## config.mk

```make
export PLATFORM = sky130hd
export DESIGN_NAME = instr_decode_top
export DESIGN_NICKNAME = d
export VERILOG_FILES = /design/src/design/mips_decode_pkg.sv /design/src/design/decode_buses.sv /design/src/design/ctrl_decoder.sv /design/src/design/decode_out_reg.sv /design/src/design/flow_decoder.sv /design/src/design/instr_decode_top.sv
export VERILOG_INCLUDE_DIRS = /design/src /design/src/design
export SDC_FILE = /design/constraint.sdc
export NUM_CORES = 1
export LEC_CHECK = 0
export ABC_AREA = 0
export BUFFER_PORTS_ARGS = -buffer_cell sky130_fd_sc_hd__buf_2
export CELL_PAD_IN_SITES_DETAIL_PLACEMENT = 0
export CELL_PAD_IN_SITES_GLOBAL_PLACEMENT = 1
export CORE_AREA = 5 5 94 96
export CTS_CLUSTER_DIAMETER = 40
export DETAILED_ROUTE_END_ITERATION = 10
export DIE_AREA = 0 0 99 101
export GPL_TIMING_DRIVEN = 0
export PLACE_DENSITY = 0.76
export SLEW_MARGIN = 20
export SYNTH_ARGS = -nofsm -noshare
export SYNTH_HDL_FRONTEND = slang
export SYNTH_SLANG_ARGS = --single-unit
```

## constraint.sdc

```tcl
create_clock -name clk -period 2.9 [get_ports clk]
set_input_delay 0.58 -clock clk [delete_from_list [all_inputs] [get_ports clk]]
set_output_delay 0.58 -clock clk [all_outputs]
set_load 0.01 [all_outputs]
```

## src/design/mips_settings.svh

```systemverilog
`ifndef MIPS_SETTINGS_SVH
`define MIPS_SETTINGS_SVH

// instruction and data word
`define MIPS_XLEN        32

// instruction field widths
`define MIPS_OP_W        6
`define MIPS_FUNCT_W     6
`define MIPS_REG_ADDR_W  5
`define MIPS_SHAMT_W     5
`define MIPS_IMM_W       16

// GPR[31] takes pc+8 on JAL, BGEZAL, BLTZAL
`define MIPS_LINK_REG    5'd31

// width of the alu operation code
`define MIPS_ALU_OP_W    8

`endif

```

## src/design/mips_decode_pkg.sv

```systemverilog
`include "mips_settings.svh"

package mips_decode_pkg;

    // primary opcode, instr[31:26]
    typedef enum logic [`MIPS_OP_W-1:0] {
        OP_SPECIAL = 6'h00, OP_REGIMM = 6'h01, OP_J     = 6'h02, OP_JAL   = 6'h03,
        OP_BEQ     = 6'h04, OP_BNE    = 6'h05, OP_BLEZ  = 6'h06, OP_BGTZ  = 6'h07,
        OP_ADDI    = 6'h08, OP_ADDIU  = 6'h09, OP_SLTI  = 6'h0a, OP_SLTIU = 6'h0b,
        OP_ANDI    = 6'h0c, OP_ORI    = 6'h0d, OP_XORI  = 6'h0e, OP_LUI   = 6'h0f,
        OP_LB      = 6'h20, OP_LH     = 6'h21, OP_LW    = 6'h23, OP_LBU   = 6'h24,
        OP_LHU     = 6'h25, OP_SB     = 6'h28, OP_SH    = 6'h29, OP_SW    = 6'h2b
    } opcode_e;

    // SPECIAL function field, instr[5:0]
    typedef enum logic [`MIPS_FUNCT_W-1:0] {
        FN_SLL     = 6'h00,
        FN_SRL     = 6'h02,
        FN_SRA     = 6'h03,
        FN_SLLV    = 6'h04,
        FN_SRLV    = 6'h06,
        FN_SRAV    = 6'h07,
        FN_JR      = 6'h08,
        FN_JALR    = 6'h09,
        FN_SYSCALL = 6'h0c,
        FN_BREAK   = 6'h0d,
        FN_MFHI    = 6'h10,
        FN_MTHI    = 6'h11,
        FN_MFLO    = 6'h12,
        FN_MTLO    = 6'h13,
        FN_MULT    = 6'h18,
        FN_MULTU   = 6'h19,
        FN_DIV     = 6'h1a,
        FN_DIVU    = 6'h1b,
        FN_ADD     = 6'h20,
        FN_ADDU    = 6'h21,
        FN_SUB     = 6'h22,
        FN_SUBU    = 6'h23,
        FN_AND     = 6'h24,
        FN_OR      = 6'h25,
        FN_XOR     = 6'h26,
        FN_NOR     = 6'h27,
        FN_SLT     = 6'h2a,
        FN_SLTU    = 6'h2b
    } funct_e;

    // REGIMM rt field
    typedef enum logic [`MIPS_REG_ADDR_W-1:0] {
        RT_BLTZ   = 5'h00,
        RT_BGEZ   = 5'h01,
        RT_BLTZAL = 5'h10,
        RT_BGEZAL = 5'h11
    } regimm_e;

    typedef enum logic [`MIPS_ALU_OP_W-1:0] {
        ALU_NOP,  ALU_AND,  ALU_OR,    ALU_XOR,  ALU_NOR,
        ALU_SLT,  ALU_SLTU, ALU_ADD,   ALU_ADDU, ALU_SUB,
        ALU_SUBU, ALU_SLL,  ALU_SLLV,  ALU_SRL,  ALU_SRLV,
        ALU_SRA,  ALU_SRAV, ALU_MULT,  ALU_MULTU, ALU_DIV,
        ALU_DIVU, ALU_MFHI, ALU_MFLO,  ALU_MTHI, ALU_MTLO,
        ALU_LUI
    } alu_op_e;

    typedef enum logic [3:0] {
        BT_NONE,
        BT_JREG,   // target from rs
        BT_J,      // 26 bit region jump
        BT_BEQ,
        BT_BNE,
        BT_BGTZ,
        BT_BLEZ,
        BT_BGEZ,
        BT_BLTZ
    } branch_type_e;

endpackage

```

## src/design/decode_buses.sv

```systemverilog
`timescale 1ns/1ps
`include "mips_settings.svh"

interface ctrl_bus_if;
    import mips_decode_pkg::*;

    alu_op_e alu_op;
    logic    read_rs;
    logic    read_rt;
    logic    reg_write;
    logic    mem_read;
    logic    mem_write;
    logic    hilo_read;
    logic    hilo_write;
    logic    may_bring_flush;
    logic    syscall_inst;
    logic    break_inst;
    logic    undefined_inst;

    modport src (
        output alu_op, read_rs, read_rt, reg_write, mem_read, mem_write,
               hilo_read, hilo_write, may_bring_flush,
               syscall_inst, break_inst, undefined_inst
    );
    modport dst (
        input  alu_op, read_rs, read_rt, reg_write, mem_read, mem_write,
               hilo_read, hilo_write, may_bring_flush,
               syscall_inst, break_inst, undefined_inst
    );
endinterface

interface flow_bus_if;
    import mips_decode_pkg::*;

    branch_type_e                branch_type;
    logic                        is_link;     // pc+8 goes to reg_waddr
    logic [`MIPS_REG_ADDR_W-1:0] reg_waddr;
    logic [`MIPS_XLEN-1:0]       imm_ext;

    modport src (output branch_type, is_link, reg_waddr, imm_ext);
    modport dst (input  branch_type, is_link, reg_waddr, imm_ext);
endinterface

```

## src/design/ctrl_decoder.sv

```systemverilog
`timescale 1ns/1ps
`include "mips_settings.svh"

module ctrl_decoder (
    input  logic [`MIPS_XLEN-1:0] instr,
    ctrl_bus_if.src               ctrl
);
    import mips_decode_pkg::*;

    opcode_e op;
    funct_e  funct;
    regimm_e rt_code;

    assign op      = opcode_e'(instr[31:26]);
    assign funct   = funct_e'(instr[5:0]);
    assign rt_code = regimm_e'(instr[20:16]);

    // alu operation, NOP for anything without one
    always_comb begin
        ctrl.alu_op = ALU_NOP;
        case (op)
            OP_SPECIAL: begin
                case (funct)
                    FN_AND:   ctrl.alu_op = ALU_AND;
                    FN_OR:    ctrl.alu_op = ALU_OR;
                    FN_XOR:   ctrl.alu_op = ALU_XOR;
                    FN_NOR:   ctrl.alu_op = ALU_NOR;
                    FN_SLT:   ctrl.alu_op = ALU_SLT;
                    FN_SLTU:  ctrl.alu_op = ALU_SLTU;
                    FN_ADD:   ctrl.alu_op = ALU_ADD;
                    FN_ADDU:  ctrl.alu_op = ALU_ADDU;
                    FN_SUB:   ctrl.alu_op = ALU_SUB;
                    FN_SUBU:  ctrl.alu_op = ALU_SUBU;
                    FN_SLL:   ctrl.alu_op = ALU_SLL;
                    FN_SLLV:  ctrl.alu_op = ALU_SLLV;
                    FN_SRL:   ctrl.alu_op = ALU_SRL;
                    FN_SRLV:  ctrl.alu_op = ALU_SRLV;
                    FN_SRA:   ctrl.alu_op = ALU_SRA;
                    FN_SRAV:  ctrl.alu_op = ALU_SRAV;
                    FN_MULT:  ctrl.alu_op = ALU_MULT;
                    FN_MULTU: ctrl.alu_op = ALU_MULTU;
                    FN_DIV:   ctrl.alu_op = ALU_DIV;
                    FN_DIVU:  ctrl.alu_op = ALU_DIVU;
                    FN_MFHI:  ctrl.alu_op = ALU_MFHI;
                    FN_MFLO:  ctrl.alu_op = ALU_MFLO;
                    FN_MTHI:  ctrl.alu_op = ALU_MTHI;
                    FN_MTLO:  ctrl.alu_op = ALU_MTLO;
                    default:  ctrl.alu_op = ALU_NOP;
                endcase
            end
            OP_ADDI:  ctrl.alu_op = ALU_ADD;
            OP_ADDIU: ctrl.alu_op = ALU_ADDU;
            OP_SLTI:  ctrl.alu_op = ALU_SLT;
            OP_SLTIU: ctrl.alu_op = ALU_SLTU;
            OP_ANDI:  ctrl.alu_op = ALU_AND;
            OP_ORI:   ctrl.alu_op = ALU_OR;
            OP_XORI:  ctrl.alu_op = ALU_XOR;
            OP_LUI:   ctrl.alu_op = ALU_LUI;
            default:  ctrl.alu_op = ALU_NOP;
        endcase
    end

    always_comb begin
        ctrl.read_rs         = 1'b0;
        ctrl.read_rt         = 1'b0;
        ctrl.reg_write       = 1'b0;
        ctrl.mem_read        = 1'b0;
        ctrl.mem_write       = 1'b0;
        ctrl.hilo_read       = 1'b0;
        ctrl.hilo_write      = 1'b0;
        ctrl.may_bring_flush = 1'b0;
        ctrl.syscall_inst    = 1'b0;
        ctrl.break_inst      = 1'b0;
        ctrl.undefined_inst  = 1'b0;
        case (op)
            OP_SPECIAL: begin
                case (funct)
                    FN_AND, FN_OR, FN_XOR, FN_NOR, FN_SLT, FN_SLTU, FN_ADD, FN_ADDU,
                    FN_SUB, FN_SUBU, FN_SLLV, FN_SRLV, FN_SRAV: begin
                        ctrl.read_rs   = 1'b1;
                        ctrl.read_rt   = 1'b1;
                        ctrl.reg_write = 1'b1;
                    end
                    FN_SLL, FN_SRL, FN_SRA: begin // shift by shamt
                        ctrl.read_rt   = 1'b1;
                        ctrl.reg_write = 1'b1;
                    end
                    FN_MULT, FN_MULTU, FN_DIV, FN_DIVU: begin
                        ctrl.read_rs    = 1'b1;
                        ctrl.read_rt    = 1'b1;
                        ctrl.hilo_write = 1'b1;
                    end
                    FN_MFHI, FN_MFLO: begin
                        ctrl.hilo_read = 1'b1;
                        ctrl.reg_write = 1'b1;
                    end
                    FN_MTHI, FN_MTLO: begin
                        ctrl.read_rs    = 1'b1;
                        ctrl.hilo_write = 1'b1;
                    end
                    FN_JR, FN_JALR: begin
                        ctrl.read_rs         = 1'b1;
                        ctrl.may_bring_flush = 1'b1;
                        ctrl.reg_write       = (funct == FN_JALR); // rd = pc+8
                    end
                    FN_SYSCALL: begin
                        ctrl.syscall_inst    = 1'b1;
                        ctrl.may_bring_flush = 1'b1;
                    end
                    FN_BREAK: begin
                        ctrl.break_inst      = 1'b1;
                        ctrl.may_bring_flush = 1'b1;
                    end
                    default: ctrl.undefined_inst = 1'b1;
                endcase
            end
            OP_ADDI, OP_ADDIU, OP_SLTI, OP_SLTIU, OP_ANDI, OP_ORI, OP_XORI, OP_LUI: begin
                ctrl.read_rs   = 1'b1;
                ctrl.reg_write = 1'b1;
            end
            OP_LB, OP_LBU, OP_LH, OP_LHU, OP_LW: begin
                ctrl.read_rs   = 1'b1;
                ctrl.mem_read  = 1'b1;
                ctrl.reg_write = 1'b1;
            end
            OP_SB, OP_SH, OP_SW: begin
                ctrl.read_rs   = 1'b1;
                ctrl.read_rt   = 1'b1; // store data
                ctrl.mem_write = 1'b1;
            end
            OP_J, OP_JAL: begin
                ctrl.may_bring_flush = 1'b1;
                ctrl.reg_write       = (op == OP_JAL);
            end
            OP_BEQ, OP_BNE, OP_BGTZ, OP_BLEZ: begin
                ctrl.read_rs         = 1'b1;
                ctrl.read_rt         = 1'b1;
                ctrl.may_bring_flush = 1'b1;
            end
            OP_REGIMM: begin
                case (rt_code)
                    RT_BGEZ, RT_BLTZ, RT_BGEZAL, RT_BLTZAL: begin
                        ctrl.read_rs         = 1'b1; // rt is the sub-opcode here
                        ctrl.may_bring_flush = 1'b1;
                        ctrl.reg_write       = rt_code inside {RT_BGEZAL, RT_BLTZAL};
                    end
                    default: ctrl.undefined_inst = 1'b1;
                endcase
            end
            default: ctrl.undefined_inst = 1'b1;
        endcase
    end

endmodule

```

## src/design/decode_out_reg.sv

```systemverilog
`timescale 1ns/1ps
`include "mips_settings.svh"

module decode_out_reg (
    input  logic                               clk,
    input  logic                               arst_n,
    input  logic                               in_valid,
    output logic                               in_ready,
    input  logic [`MIPS_REG_ADDR_W-1:0]        rs,
    input  logic [`MIPS_REG_ADDR_W-1:0]        rt,
    input  logic [`MIPS_SHAMT_W-1:0]           shamt,
    ctrl_bus_if.dst                            ctrl,
    flow_bus_if.dst                            flow,
    output logic                               out_valid,
    input  logic                               out_ready,
    output mips_decode_pkg::alu_op_e           alu_op,
    output logic                               read_rs,
    output logic                               read_rt,
    output logic                               reg_write,
    output logic [`MIPS_REG_ADDR_W-1:0]        reg_waddr,
    output logic                               mem_read,
    output logic                               mem_write,
    output logic                               hilo_read,
    output logic                               hilo_write,
    output logic                               may_bring_flush,
    output mips_decode_pkg::branch_type_e      branch_type,
    output logic                               is_link,
    output logic                               syscall_inst,
    output logic                               break_inst,
    output logic                               undefined_inst,
    output logic [`MIPS_REG_ADDR_W-1:0]        rs_q,
    output logic [`MIPS_REG_ADDR_W-1:0]        rt_q,
    output logic [`MIPS_SHAMT_W-1:0]           shamt_q,
    output logic [`MIPS_XLEN-1:0]              imm_ext
);

    logic accept;

    assign in_ready = ~out_valid | out_ready; // empty, or drained this cycle
    assign accept   = in_valid & in_ready;

    always_ff @(posedge clk or negedge arst_n) begin
        if (!arst_n)
            out_valid <= 1'b0;
        else if (in_ready)
            out_valid <= in_valid;
    end

    always_ff @(posedge clk) begin
        if (accept) begin
            alu_op          <= ctrl.alu_op;
            read_rs         <= ctrl.read_rs;
            read_rt         <= ctrl.read_rt;
            reg_write       <= ctrl.reg_write;
            mem_read        <= ctrl.mem_read;
            mem_write       <= ctrl.mem_write;
            hilo_read       <= ctrl.hilo_read;
            hilo_write      <= ctrl.hilo_write;
            may_bring_flush <= ctrl.may_bring_flush;
            syscall_inst    <= ctrl.syscall_inst;
            break_inst      <= ctrl.break_inst;
            undefined_inst  <= ctrl.undefined_inst;
            branch_type     <= flow.branch_type;
            is_link         <= flow.is_link;
            reg_waddr       <= flow.reg_waddr;
            imm_ext         <= flow.imm_ext;
            rs_q            <= rs;
            rt_q            <= rt;
            shamt_q         <= shamt;
        end
    end

endmodule

```

## src/design/flow_decoder.sv

```systemverilog
`timescale 1ns/1ps
`include "mips_settings.svh"

module flow_decoder (
    input  logic [`MIPS_XLEN-1:0] instr,
    flow_bus_if.src               flow
);
    import mips_decode_pkg::*;

    opcode_e                     op;
    funct_e                      funct;
    regimm_e                     rt_code;
    logic [`MIPS_REG_ADDR_W-1:0] rt;
    logic [`MIPS_REG_ADDR_W-1:0] rd;
    logic [`MIPS_IMM_W-1:0]      imm;

    assign op      = opcode_e'(instr[31:26]);
    assign funct   = funct_e'(instr[5:0]);
    assign rt_code = regimm_e'(instr[20:16]);
    assign rt      = instr[20:16];
    assign rd      = instr[15:11];
    assign imm     = instr[15:0];

    always_comb begin
        flow.branch_type = BT_NONE;
        flow.is_link     = 1'b0;
        case (op)
            OP_SPECIAL: begin
                if (funct inside {FN_JR, FN_JALR}) begin
                    flow.branch_type = BT_JREG;
                    flow.is_link     = (funct == FN_JALR);
                end
            end
            OP_J:    flow.branch_type = BT_J;
            OP_JAL: begin
                flow.branch_type = BT_J;
                flow.is_link     = 1'b1;
            end
            OP_BEQ:  flow.branch_type = BT_BEQ;
            OP_BNE:  flow.branch_type = BT_BNE;
            OP_BGTZ: flow.branch_type = BT_BGTZ;
            OP_BLEZ: flow.branch_type = BT_BLEZ;
            OP_REGIMM: begin
                case (rt_code)
                    RT_BGEZ, RT_BGEZAL: flow.branch_type = BT_BGEZ;
                    RT_BLTZ, RT_BLTZAL: flow.branch_type = BT_BLTZ;
                    default:            flow.branch_type = BT_NONE;
                endcase
                flow.is_link = rt_code inside {RT_BGEZAL, RT_BLTZAL};
            end
            default: flow.branch_type = BT_NONE;
        endcase
    end

    always_comb begin
        flow.reg_waddr = rd;
        if (op inside {OP_LB, OP_LBU, OP_LH, OP_LHU, OP_LW, OP_ADDI, OP_ADDIU, OP_SLTI,
                       OP_SLTIU, OP_ANDI, OP_ORI, OP_XORI, OP_LUI})
            flow.reg_waddr = rt;
        else if (op == OP_JAL || (op == OP_REGIMM && rt_code inside {RT_BGEZAL, RT_BLTZAL}))
            flow.reg_waddr = `MIPS_LINK_REG;
    end

    // logic immediates are unsigned
    assign flow.imm_ext = (op inside {OP_ANDI, OP_ORI, OP_XORI, OP_LUI})
                        ? {{(`MIPS_XLEN-`MIPS_IMM_W){1'b0}}, imm}
                        : {{(`MIPS_XLEN-`MIPS_IMM_W){imm[`MIPS_IMM_W-1]}}, imm};

endmodule

```

## src/design/instr_decode_top.sv

```systemverilog
`timescale 1ns/1ps
`include "mips_settings.svh"

module instr_decode_top (
    input  logic                          clk,
    input  logic                          arst_n,
    input  logic                          in_valid,
    output logic                          in_ready,
    input  logic [`MIPS_XLEN-1:0]         instr,
    output logic                          out_valid,
    input  logic                          out_ready,
    output mips_decode_pkg::alu_op_e      alu_op,
    output logic                          read_rs,
    output logic                          read_rt,
    output logic                          reg_write,
    output logic [`MIPS_REG_ADDR_W-1:0]   reg_waddr,
    output logic                          mem_read,
    output logic                          mem_write,
    output logic                          hilo_read,
    output logic                          hilo_write,
    output logic                          may_bring_flush,
    output mips_decode_pkg::branch_type_e branch_type,
    output logic                          is_link,
    output logic                          syscall_inst,
    output logic                          break_inst,
    output logic                          undefined_inst,
    output logic [`MIPS_REG_ADDR_W-1:0]   rs,
    output logic [`MIPS_REG_ADDR_W-1:0]   rt,
    output logic [`MIPS_SHAMT_W-1:0]      shamt,
    output logic [`MIPS_XLEN-1:0]         imm_ext
);

    ctrl_bus_if ctrl_bus ();
    flow_bus_if flow_bus ();

    ctrl_decoder u_ctrl_decoder (.instr(instr), .ctrl(ctrl_bus.src));

    flow_decoder u_flow_decoder (.instr(instr), .flow(flow_bus.src));

    decode_out_reg u_decode_out_reg (
        .clk            (clk),
        .arst_n         (arst_n),
        .in_valid       (in_valid),
        .in_ready       (in_ready),
        .rs             (instr[25:21]),
        .rt             (instr[20:16]),
        .shamt          (instr[10:6]),
        .ctrl           (ctrl_bus.dst),
        .flow           (flow_bus.dst),
        .out_valid      (out_valid),
        .out_ready      (out_ready),
        .alu_op         (alu_op),
        .read_rs        (read_rs),
        .read_rt        (read_rt),
        .reg_write      (reg_write),
        .reg_waddr      (reg_waddr),
        .mem_read       (mem_read),
        .mem_write      (mem_write),
        .hilo_read      (hilo_read),
        .hilo_write     (hilo_write),
        .may_bring_flush(may_bring_flush),
        .branch_type    (branch_type),
        .is_link        (is_link),
        .syscall_inst   (syscall_inst),
        .break_inst     (break_inst),
        .undefined_inst (undefined_inst),
        .rs_q           (rs),
        .rt_q           (rt),
        .shamt_q        (shamt),
        .imm_ext        (imm_ext)
    );

endmodule

```

Yosys cells after proc, flatten, opt, wreduce, memory -nomap -nowiden
Memories as Yosys holds them, arrays and structs flattened.
Cells that the tools add are included.
{"block": "totals", "inputBits": 36, "n_memories": 1, "word_cells": 133, "regBits": 62, "rom_bits": 320}
{"name": "(name not given)", "depth": 64, "word_bits": 5, "rd": 1, "rd_clocked_by_memory_dff": 0, "write_ports": 0, "line_no": "ctrl_decoder.sv:23", "rtl": "case (funct)"}
{"block": "op_classes", "n_eq_ne": 53, "mux": 27, "bitwise": 3, "n_reduce_logical": 28}
{"cell": "== test 6 bit (second input constant)", "count": 18}
{"cell": "== test 6 x 4 -> 1 bit (second input constant)", "count": 12}
{"cell": "case mux 8 bit (9 select lines)", "count": 1}
{"cell": "== test 6 x 5 -> 1 bit (second input constant)", "count": 8}
{"cell": "== test 6 x 3 -> 1 bit (second input constant)", "count": 7}
{"cell": "OR reduction 20 bit", "count": 2}
{"cell": "case mux 4 bit (7 select lines)", "count": 1}
{"cell": "OR reduction 28 bit", "count": 1}
{"cell": "== test 6 x 2 -> 1 bit (second input constant)", "count": 4}
{"cell": "OR reduction 22 bit", "count": 1}
{"cell": "OR reduction 21 bit", "count": 1}
{"cell": "OR reduction 18 bit", "count": 1}
{"cell": "2-to-1 mux 1 bit", "count": 15}
{"cell": "nonzero test 13 bit", "count": 1}
{"cell": "OR reduction 13 bit", "count": 1}
{"cell": "logical NOT 6 bit", "count": 2}
{"cell": "case mux 1 bit (3 select lines)", "count": 4}
{"cell": "OR reduction 6 bit", "count": 2}
{"cell": "== test 5 bit (second input constant)", "count": 2}
{"cell": "2-to-1 mux 5 bit", "count": 2}
{"cell": "OR reduction 2 bit", "count": 5}
{"cell": "case mux 4 bit (2 select lines)", "count": 1}
{"cell": "OR reduction 4 bit", "count": 2}
{"cell": "OR reduction 7 bit", "count": 1}
{"cell": "other kinds (14)", "count": 16}

Depth between registers and ports, before layout
Gate-level depths: netlist of run 1.
{"block": "depth", "depth_word": 6, "mapped_depth": 8, "ltp_nobuf": 7}

Hierarchy
From an unflattened synthesis of run 1, not the netlist that was laid out.
{"block": "hier_totals", "cells_unflattened": 299, "hier_area_um2": 3761.1}
{"module": "decode_out_reg", "area_each_um2": 2336.0, "n_inst": 1, "cells_per_inst": 80}
{"module": "ctrl_decoder", "area_each_um2": 889.6, "n_inst": 1, "cells_per_inst": 145}
{"module": "flow_decoder", "area_each_um2": 535.5, "n_inst": 1, "cells_per_inst": 74}

Worst setup path after synthesis of run 1
Ideal clock, no wire load.
{"block": "synth_timing", "kind": "input port to flip-flop", "startpoint": "in out_ready", "endpoint": "reg u_decode_out_reg.alu_op[0] (enable)", "arrival_time_ns": 2.053, "required_ns": 2.484, "path_slack_ns": 0.431, "stages": 2, "n_path_buf": 0, "path_cell_list": "nand2b_1 and2_1"}
{"block": "synth_between", "elab_chain_len": 2}
{"item": "start: declaration", "line_no": "instr_decode_top.sv:11", "rtl": "input logic out_ready,"}
{"item": "bitwise OR 1 bit", "line_no": "decode_out_reg.sv:39", "rtl": "assign in_ready = ~out_valid | out_ready;"}
{"item": "bitwise AND 1 bit", "line_no": "decode_out_reg.sv:40", "rtl": "assign accept = in_valid & in_ready;"}
{"item": "via u_decode_out_reg.accept", "line_no": "decode_out_reg.sv:37", "rtl": "logic accept;"}
{"item": "end signal: assignment", "line_no": "decode_out_reg.sv:51", "rtl": "alu_op <= ctrl.alu_op;"}
{"item": "end: declaration", "line_no": "decode_out_reg.sv:16", "rtl": "output mips_decode_pkg::alu_op_e alu_op,"}
The timed path passes the listed nets, and every way through them passes these cells.
A chain may end at the register's enable or synchronous reset.

Final worst setup path of run 1
{"block": "layout_timing", "startpoint": "in instr[0]", "endpoint": "reg u_decode_out_reg.read_rs (data pin)"}
{"block": "layout_between", "elab_chain_len": 4, "word_cells_on_any_way": 24, "classes_between": "eq/ne: 21; mux: 2; reduce/logical: 1"}
{"item": "start: declaration", "line_no": "instr_decode_top.sv:9", "rtl": "input logic [`MIPS_XLEN-1:0] instr,"}
{"item": "== test 6 bit, or another cell as far along", "line_no": "ctrl_decoder.sv:77", "rtl": "case (funct)"}
{"item": "OR reduction 21 bit (no source line) (*)"}
{"item": "2-to-1 mux 1 bit (*)", "line_no": "ctrl_decoder.sv:77"}
{"item": "case mux 1 bit (3 select lines) (*)", "line_no": "ctrl_decoder.sv:75", "rtl": "case (op)"}
{"item": "via ctrl_bus.read_rs", "line_no": "decode_buses.sv:8", "rtl": "logic read_rs;"}
{"item": "end signal: assignment", "line_no": "decode_out_reg.sv:52", "rtl": "read_rs <= ctrl.read_rs;"}
{"item": "end: declaration", "line_no": "decode_out_reg.sv:17", "rtl": "output logic read_rs,"}
Mark *: on every way through the listed nets, which the timed path passes. The rest lies on a longest branch.

==> metrics.md, run 1 <==
| Metric | Value |
|---|---|
| Status | `finished clean` |
| Clock power frac | `29.7%` |
| Sink Count | `54` |
| RSZ-0062 raised after global routing | `no` |
| Achievable Freq | `452.3 MHz` |
| CP arrival | `2.27 ns` |
| Final worst-path cycle share | `76.24%` |
| Worst Skew | `0.01106 ns` |
| Via count | `2172` |
| Cell-internal power | `1295 uW` |
| # nets final | `395` |
| Critical path class | `input pin to flop` |
| Post-synthesis sequential area ratio | `57.32%` |
| DP HPWL | `5027 um` |
| Distinct cell type count after synthesis | `56` |
| Sw frac | `25.15%` |
| Die area | `9999 sq um` |
| Primary FF master, synth | `edfxtp_1` |
| Slew headroom | `51.93%` |
| Critical path data required time | `2.96 ns` |
| Pwr Total | `1730 uW` |
| Worst path buffer plus inverter count | `3` |
| Final WL | `6667 um` |
| Largest net degree at the start of global routing | `54` |
| DR pass1 iterations | `4` |
| Clock root buffer | `clkbuf_8` |
| Synth area leaders | `edfxtp_1 56%, buf_4 7.2%, ha_1 3.1%, nand2_1 2.0%, o21ai_0 2.0%` |
| Min-Delay Path Class | `input pin to flop` |
| Vias in the first global route | `2101` |
| Comb pwr share | `17.2%` |
| Core Footprint | `7969 sq um` |
| Overall global routing resource usage | `13.27%` |
| ANT cells | `0` |
| Post-CTS setup buffer count | `0` |
| EDFF count, synth | `53` |
| Final hold violations | `0` |
| CTS tree | `done` |
| P_sw | `435.1 uW` |
| Insertion delay to the later sink of the worst-skew pair | `0.31 ns` |
| Starting Density | `35.39%` |
| Critical path's most frequent cell | `buf_2` |
| DR iter-0 viols | `120` |
| Syn Area/Cell | `12.16 sq um` |
| Num CTS Buffers | `5` |
| Post-DRT Antenna Nets | `0` |
| Leakage | `0.001555 uW` |
| Worst r2r dst | `u_decode_out_reg.syscall_inst$_SDFFCE_PN0P_` |
| Htree depth | `2` |
| Area fraction of the dominant cell type after synthesis | `56.43%` |
| Max-Cap Viols | `0` |
| Crit-path max cell delay | `0.31 ns` |
| Global route total overflow | `0` |
| Setup crit start kind | `input pin` |
| Post-Syn Instances | `232` |
| RD Place Congestion | `0.8567` |
| Min Hold Slack | `0.4431 ns` |
| Mapped Area | `2820 sq um` |
| Area growth from synthesis to layout | `29.02%` |
| Std-Cell Rows | `33` |
| Layout cells sized above 1 | `47.31%` |
| Worst R2R Start | `u_decode_out_reg.out_valid$_DFFE_PN0N_` |
| Tmin final | `2.211 ns` |
| Initial antenna violation count | `0` |
| Reg2reg path depth | `2` |
| Wire per inst | `14.56 um` |
| #FFs+latches synth | `54` |
| CP Capture Point | `u_decode_out_reg.read_rs$_DFFE_PP_` |
| Global-route wire length before repair | `10460 um` |
| Family with the most delay on the worst path | `simple AND/OR/NAND/NOR gates` |
| Power density cells | `475.5 nW/um^2` |
| Vias per cell | `4.742` |
| Number of remaining DRC errors | `0` |
| PortBufs | `110` |
| Worst-path clk slew | `0.10 ns` |
| Worst VDD drop | `0.1885 mV` |
| Die width | `99 um` |
| Slowest CP cell | `ha_1` |
| Critical Path Source | `instr[0]` |
| Maximum clock path buffer count | `2` |
| Setup slack, reg-to-reg | `1.40 ns` |
| Max-slew violation count | `0` |
| Worst-margin pin slew | `0.7155 ns` |
| Post-cts sizing count | `0` |
| CP endpoint kind | `flop` |
| Final setup fails | `0` |
| Ys async rst share | `1.852%` |
| I/O pin cnt | `114` |
| CP Depth | `9` |
| Crit-path cells | `buf_2 > inv_1 > ha_1 > or2_1 > buf_2 > a211o_1 > nand3_2 > nor3b_2 > o211ai_1` |
| Flop pwr share | `53.2%` |
| CP Max Fanout | `9` |
| Yosys top cell by area | `edfxtp_1` |
| Die Ht | `101 um` |
| Warnings, synthesis | `0` |
-- final cells by class --
class	count	area [sq um]
buffer	34	235.2
multi-input combinational	140	955.9
fill	763	4330
tap	105	131.4
clock buffer	5	68.82
clock inverter	3	47.55
sequential	54	1617
inverter	6	22.52
timing repair buffer	111	560.5
-- routing by layer --
metal,global-route usage (%),wire [um],up-vias
met5,0,0,-
met4,4.937,106,0
met3,3.460,548,7
met2,22.83,3228,77
met1,15.98,2784,1004
li1,-,-,1084
-- cells in the final DEF, fill, tap and decap left out, types with 3 or more instances in the layout --
master	instances
nand2_1	15
nand2b_1	5
nand4_1	3
buf_2	115
nor3_1	5
buf_4	27
o22ai_1	4
o22a_1	5
nand3_1	6
conb_1	3
edfxtp_1	53
nor2_1	14
a21oi_1	8
o21ai_0	11
a22o_1	3
inv_1	6
clkbuf_8	5
ha_1	7
nor2b_1	3
-- synth_stat cells, types with 2 or more instances --
cell type  count
nand2b_1       5
or2_1          2
clkbuf_1       2
nand4_1        3
a211o_1        2
buf_2          5
inv_1          6
edfxtp_1      53
nor2_2         2
xor2_1         2
buf_4         27
and2_1         3
o21ai_0       11
o22a_1         5
o31a_1         2
o22ai_1        4
nand2_1       15
a21oi_1        8
nor2b_1        3
ha_1           7
nor3_1         5
a31oi_1        2
a22o_1         3
o211ai_1       2
a21o_1         2
o31ai_1        2
nor3_2         2
nor2_1        14
nand3_1        6
-- logic make-up after synthesis --
group | Yosys count | share of synthesized area, %
and+or+nand+nor | 69 | 13.75
muxes | 1 | 0.3549
other | 1 | 0.1330
buffers and inverters | 40 | 9.139
xor gates and xnor gates | 3 | 0.9318
DFF | 54 | 57.32
AOI/OAI and AO/OA | 57 | 15.26
adders and majority gates | 7 | 3.105
-- what timing repair did --
action                                 in CTS  in global routing
hold buffers                                0                  1
endpoints found under the hold margin       0                  1
setup endpoints to repair                   0                  0
-- sequential cells by signal (all words and copies together), names as in the netlist --
name                              cells
u_decode_out_reg.imm_ext             17
u_decode_out_reg.alu_op               5
u_decode_out_reg.reg_waddr            5
u_decode_out_reg.rs_q                 5
u_decode_out_reg.rt_q                 5
u_decode_out_reg.branch_type          4
u_decode_out_reg.break_inst           1
u_decode_out_reg.hilo_read            1
u_decode_out_reg.hilo_write           1
u_decode_out_reg.is_link              1
u_decode_out_reg.may_bring_flush      1
u_decode_out_reg.mem_read             1
u_decode_out_reg.mem_write            1
u_decode_out_reg.out_valid            1
u_decode_out_reg.read_rs              1
u_decode_out_reg.read_rt              1
u_decode_out_reg.reg_write            1
u_decode_out_reg.syscall_inst         1
u_decode_out_reg.undefined_inst       1
-- through the flow --
step | setup slack, ns | TNS [ns] | instance area [sq um] | util (%) | cells
2_1_floorplan | 0.4308 | 0 | 2828 | - | 234
3_3_place_gp | -0.03423 | -1.589 | 3510 | 44.04 | 449
3_5_place_dp | 0.3757 | 0 | 3512 | 44.07 | 449
4_1_cts | 0.7180 | 0 | 3628 | 45.53 | 457
5_1_grt | 0.5935 | 0 | 3638 | 45.66 | 458
6_report | 0.6891 | 0 | 3638 | 45.66 | 458
-- worst min-delay path by stage --
stage	from	end	slack (ns)	cells past startpoint
after floorplan	arst_n	u_decode_out_reg.out_valid$_DFFE_PN0N_	0.28	0
after global placement	arst_n	u_decode_out_reg.out_valid$_DFFE_PN0N_	0.35	1
after detailed placement	arst_n	u_decode_out_reg.out_valid$_DFFE_PN0N_	0.36	1
after CTS	arst_n	u_decode_out_reg.out_valid$_DFFE_PN0N_	0.01	1
after global routing	instr[8]	u_decode_out_reg.imm_ext[8]$_DFFE_PP_	0.42	1
final	instr[9]	u_decode_out_reg.imm_ext[9]$_DFFE_PP_	0.44	1
-- power by group through the flow --
stage | logic, uW | registers (uW) | clock network [uW]
after detailed placement | 298 | 938 | 0
after CTS | 299 | 921 | 532
after global routing | 328 | 925 | 575
after global placement | 294 | 939 | 0
final | 297 | 920 | 513
after floorplan | 152 | 962 | 0
(Power assumes the default switching activity.)
==> run 2, diff against run 1 <==
--- a/config.mk
+++ b/config.mk
@@ -6,16 +6,16 @@
 export SDC_FILE = /design/constraint.sdc
 export NUM_CORES = 1
 export LEC_CHECK = 0
-export ABC_AREA = 0
+export ABC_AREA = 1
 export BUFFER_PORTS_ARGS = -buffer_cell sky130_fd_sc_hd__buf_2
 export CELL_PAD_IN_SITES_DETAIL_PLACEMENT = 0
 export CELL_PAD_IN_SITES_GLOBAL_PLACEMENT = 1
-export CORE_AREA = 5 5 94 96
+export CORE_AREA = 5 5 101 103
 export CTS_CLUSTER_DIAMETER = 40
 export DETAILED_ROUTE_END_ITERATION = 10
-export DIE_AREA = 0 0 99 101
+export DIE_AREA = 0 0 106 108
 export GPL_TIMING_DRIVEN = 0
-export PLACE_DENSITY = 0.76
+export PLACE_DENSITY = 0.72
 export SLEW_MARGIN = 20
 export SYNTH_ARGS = -nofsm -noshare
 export SYNTH_HDL_FRONTEND = slang
==> constraint.sdc (replaced) <==
create_clock -name clk -period 1.95 [get_ports clk]
set_input_delay 0.39 -clock clk [delete_from_list [all_inputs] [get_ports clk]]
set_output_delay 0.39 -clock clk [all_outputs]
set_load 0.01 [all_outputs]
==> run 2 against run 1 <==
Sequential share of layout area fell by 0.93 points. Clock skew down 0.0064 ns. Largest power group unchanged. Final cell count increased by 14%. Sequential power grew 49%. Clock-buffer cell count did not move. Highest routed layer unchanged. Synthesized cell count grew 23%. Area after synthesis up 1.3%.
==> metrics.md, run 2 <==
| Metric | Value |
|---|---|
| Power density cells | `648.1 nW/um^2 (+36%)` |
| Global-route wire length before repair | `11040 um (+5.5%)` |
| RSZ-0062 raised after global routing | `no` |
| Critical path class | `flop to flop` |
| Synth area leaders | `edfxtp_1 56%, nand2_1 7.1%, buf_4 6.0%, nor2_1 4.2%, nand3_1 4.0%` |
| Primary FF master, synth | `edfxtp_1` |
| Pwr Total | `2408 uW (+39%)` |
| Final setup fails | `0 (unchanged)` |
| Number of remaining DRC errors | `0 (unchanged)` |
| RD Place Congestion | `0.8341 (-2.6%)` |
| Critical path data required time | `1.96 ns (-1.00 ns)` |
| Die area | `11450 sq um (+14%)` |
| Initial antenna violation count | `0 (unchanged)` |
| Die width | `106 um (+7.1%)` |
| PortBufs | `110 (unchanged)` |
| Reg2reg path depth | `3 (+1)` |
| Overall global routing resource usage | `11.93% (-1.3 points)` |
| Tmin final | `1.648 ns` |
| Flop pwr share | `56.8% (+3.6 points)` |
| Sink Count | `54 (unchanged)` |
| Yosys top cell by area | `edfxtp_1` |
| Commonest non-fill, non-tap cell in the layout | `buf_2` |
| Worst Hold Depth | `1 (unchanged)` |
| P_sw | `630.7 uW (+45%)` |
| Setup slack after placement | `0.05546 ns (-0.3202 ns)` |
| Post-DRT Antenna Nets | `0 (unchanged)` |
| Worst VDD drop | `0.2931 mV (+56%)` |
| Count leader, synth | `nand2_1` |
| Placed cell area | `3621 sq um (+3.1%)` |
| Biggest register | `u_decode_out_reg.imm_ext` |
| Cell-internal power | `1778 uW (+37%)` |
| Insertion delay to the later sink of the worst-skew pair | `0.30 ns (about the same)` |
| DR pass1 iterations | `4 (unchanged)` |
| Max-slew violation count | `0 (unchanged)` |
| Area fraction of the dominant cell type after synthesis | `55.69% (-0.74 points)` |
| Vias per cell | `4.498 (-5.2%)` |
| Num CTS Buffers | `5 (unchanged)` |
| Min-Delay Path Class | `input pin to flop` |
| Global route total overflow | `0 (unchanged)` |
| Sw frac | `26.19% (+1.0 points)` |
| Leakage | `0.001760 uW (+13%)` |
| Setup crit start kind | `flop` |
| Maximum clock path buffer count | `2 (unchanged)` |
| Commonest non-fill, non-tap cells in the layout | `111 x buf_2, 54 x nand2_1, 53 x edfxtp_1` |
| Post-Syn Instances | `286 (+23%)` |
| Via count | `2339 (+7.7%)` |
| Ys async rst share | `1.852% (unchanged)` |
| Worst Skew | `0.004703 ns (-0.006361 ns)` |
| CTS tree | `done` |
| Achievable Freq | `606.7 MHz` |
| Clock power frac | `24.8% (-4.9 points)` |
| Slew headroom | `61.62% (+9.7 points)` |
| ANT cells | `0 (unchanged)` |
| Worst-path clk slew | `0.09 ns (about the same)` |
| Worst-margin pin slew | `0.5744 ns (-0.1411 ns)` |
| Wire per inst | `13.14 um (-9.7%)` |
| DR iter-0 viols | `93 (-23%)` |
| CP Max Fanout | `25 (+16)` |
| #FFs+latches synth | `54 (unchanged)` |
| Core Footprint | `9109 sq um (+14%)` |
| Setup ws final | `0.3019 ns (-0.3872 ns)` |
| Vias in the first global route | `2286 (+8.8%)` |
| Largest net degree at the start of global routing | `26 (-52%)` |
| Final worst-path cycle share | `84.52%` |
| Max-Cap Viols | `0 (unchanged)` |
| # nets final | `451 (+14%)` |
| Distinct cell type count after synthesis | `33 (-41%)` |
| DP HPWL | `5502 um (+9.4%)` |
| Starting Density | `31.37% (-4.0 points)` |
| Std-Cell Rows | `35 (+6.1%)` |
| I/O pin cnt | `114 (unchanged)` |
| Die Ht | `108 um (+6.9%)` |
| Final WL | `6834 um (+2.5%)` |
| Clock root buffer | `clkbuf_8` |
| Comb pwr share | `18.5% (+1.3 points)` |
| Synth cell count leaders | `54 x nand2_1, 53 x edfxtp_1, 32 x nor2_1` |
| Warnings, synthesis | `0 (unchanged)` |
| CP arrival | `1.66 ns (-0.61 ns)` |
| Status | `finished clean` |
| Post-cts sizing count | `0 (unchanged)` |
| Layout cells sized above 1 | `41.56% (-5.7 points)` |
| CP endpoint kind | `flop` |
| Htree depth | `2 (unchanged)` |
| Max FFs per register | `17 (unchanged)` |
| Post-synthesis sequential area ratio | `56.57% (-0.75 points)` |
| Syn Area/Cell | `9.992 sq um (-18%)` |
| EDFF count, synth | `53 (unchanged)` |
| Area growth from synthesis to layout | `30.03%` |
| Mapped Area | `2858 sq um (+1.3%)` |
| Final hold violations | `0 (unchanged)` |
| Cell area after layout | `3716 sq um (+2.1%)` |
[run 2: cell count changes after synthesis, moves of 5 or more]
cell and change:
nor2_1 +18, inv_2 +6, nor2_4 +5, o22a_1 -5, nand2_1 +39, nand2b_1 -5
nand3_1 +17, nand2_2 +5, inv_1 +20
[run 2: area by class of cell]
type                            count  area (sq um)
Clock buffer                        5         68.82
Tap cell                          111         138.9
Buffer                             24         177.7
Timing Repair Buffer              113         615.6
Sequential cell                    54          1617
Clock inverter                      3         16.27
Inverter                           34         135.1
Multi-Input combinational cell    176         947.2
Fill cell                         908          5393
[run 2: critical path, stage by stage (launching register included)]
cell and delay [ns]:
dfrtp_1 0.43, a21oi_4 0.51, buf_16 0.22, buf_16 0.19
[run 2: final timing paths]
| kind | start | to | slack (ns) |
|---|---|---|---|
| worst max-delay path | u_decode_out_reg.out_valid$_DFFE_PN0N_ | u_decode_out_reg.imm_ext[6]$_DFFE_PP_ | 0.30 |
| min in group asynchronous | arst_n | u_decode_out_reg.out_valid$_DFFE_PN0N_ | 0.39 |
| worst min-delay path | instr[23] | u_decode_out_reg.rs_q[2]$_DFFE_PP_ | 0.26 |
| worst min register to register | u_decode_out_reg.out_valid$_DFFE_PN0N_ | u_decode_out_reg.out_valid$_DFFE_PN0N_ | 0.59 |
| max in group asynchronous | arst_n | u_decode_out_reg.out_valid$_DFFE_PN0N_ | 1.48 |
| worst max register to register | u_decode_out_reg.out_valid$_DFFE_PN0N_ | u_decode_out_reg.imm_ext[6]$_DFFE_PP_ | 0.30 |
[run 2: kinds of logic after synthesis]
logic type | after synthesis | synth area share (%)
flops | 54 | 56.57
other cells | 1 | 0.1312
fa+ha+maj | 7 | 3.065
xor+xnor | 1 | 0.3065
buf+inv | 58 | 10.95
simple gates | 135 | 22.55
compound gates | 30 | 6.436
[run 2: power by group through the flow]
stage | Combinational (uW) | Sequential [uW] | Clock (uW)
detailed placement | 446 | 1400 | 0
global route | 491 | 1380 | 677
floorplan | 211 | 1430 | 0
global placement | 429 | 1400 | 0
finish | 444 | 1370 | 597
CTS | 449 | 1370 | 622
[run 2: layer usage]
layer / vias to the layer above / track usage, % / share of wire, %
met5: - / 0 / 0
met4: 0 / 4.810 / 2.1
met3: 8 / 2.209 / 6.8
met2: 80 / 20.67 / 49
met1: 1066 / 14.72 / 42
li1: 1185 / - / -
[run 2: what timing repair did]
action                                 CTS  global route
endpoints found under the hold margin    1             0
setup buffers                            0             0
hold buffers                             1             0
[run 2: stage by stage]
stage / std cells / utilization (%) / hold WS [ns] / TNS, ns
CTS: 520 / 40.80 / 0.2451 / 0
global route: 520 / 40.80 / 0.2348 / 0
global placement: 509 / 39.15 / 0.1645 / -13.04
floorplan: 288 / - / 0.09441 / 0
detailed placement: 511 / 39.75 / 0.1676 / 0
finish: 520 / 40.80 / 0.2563 / 0
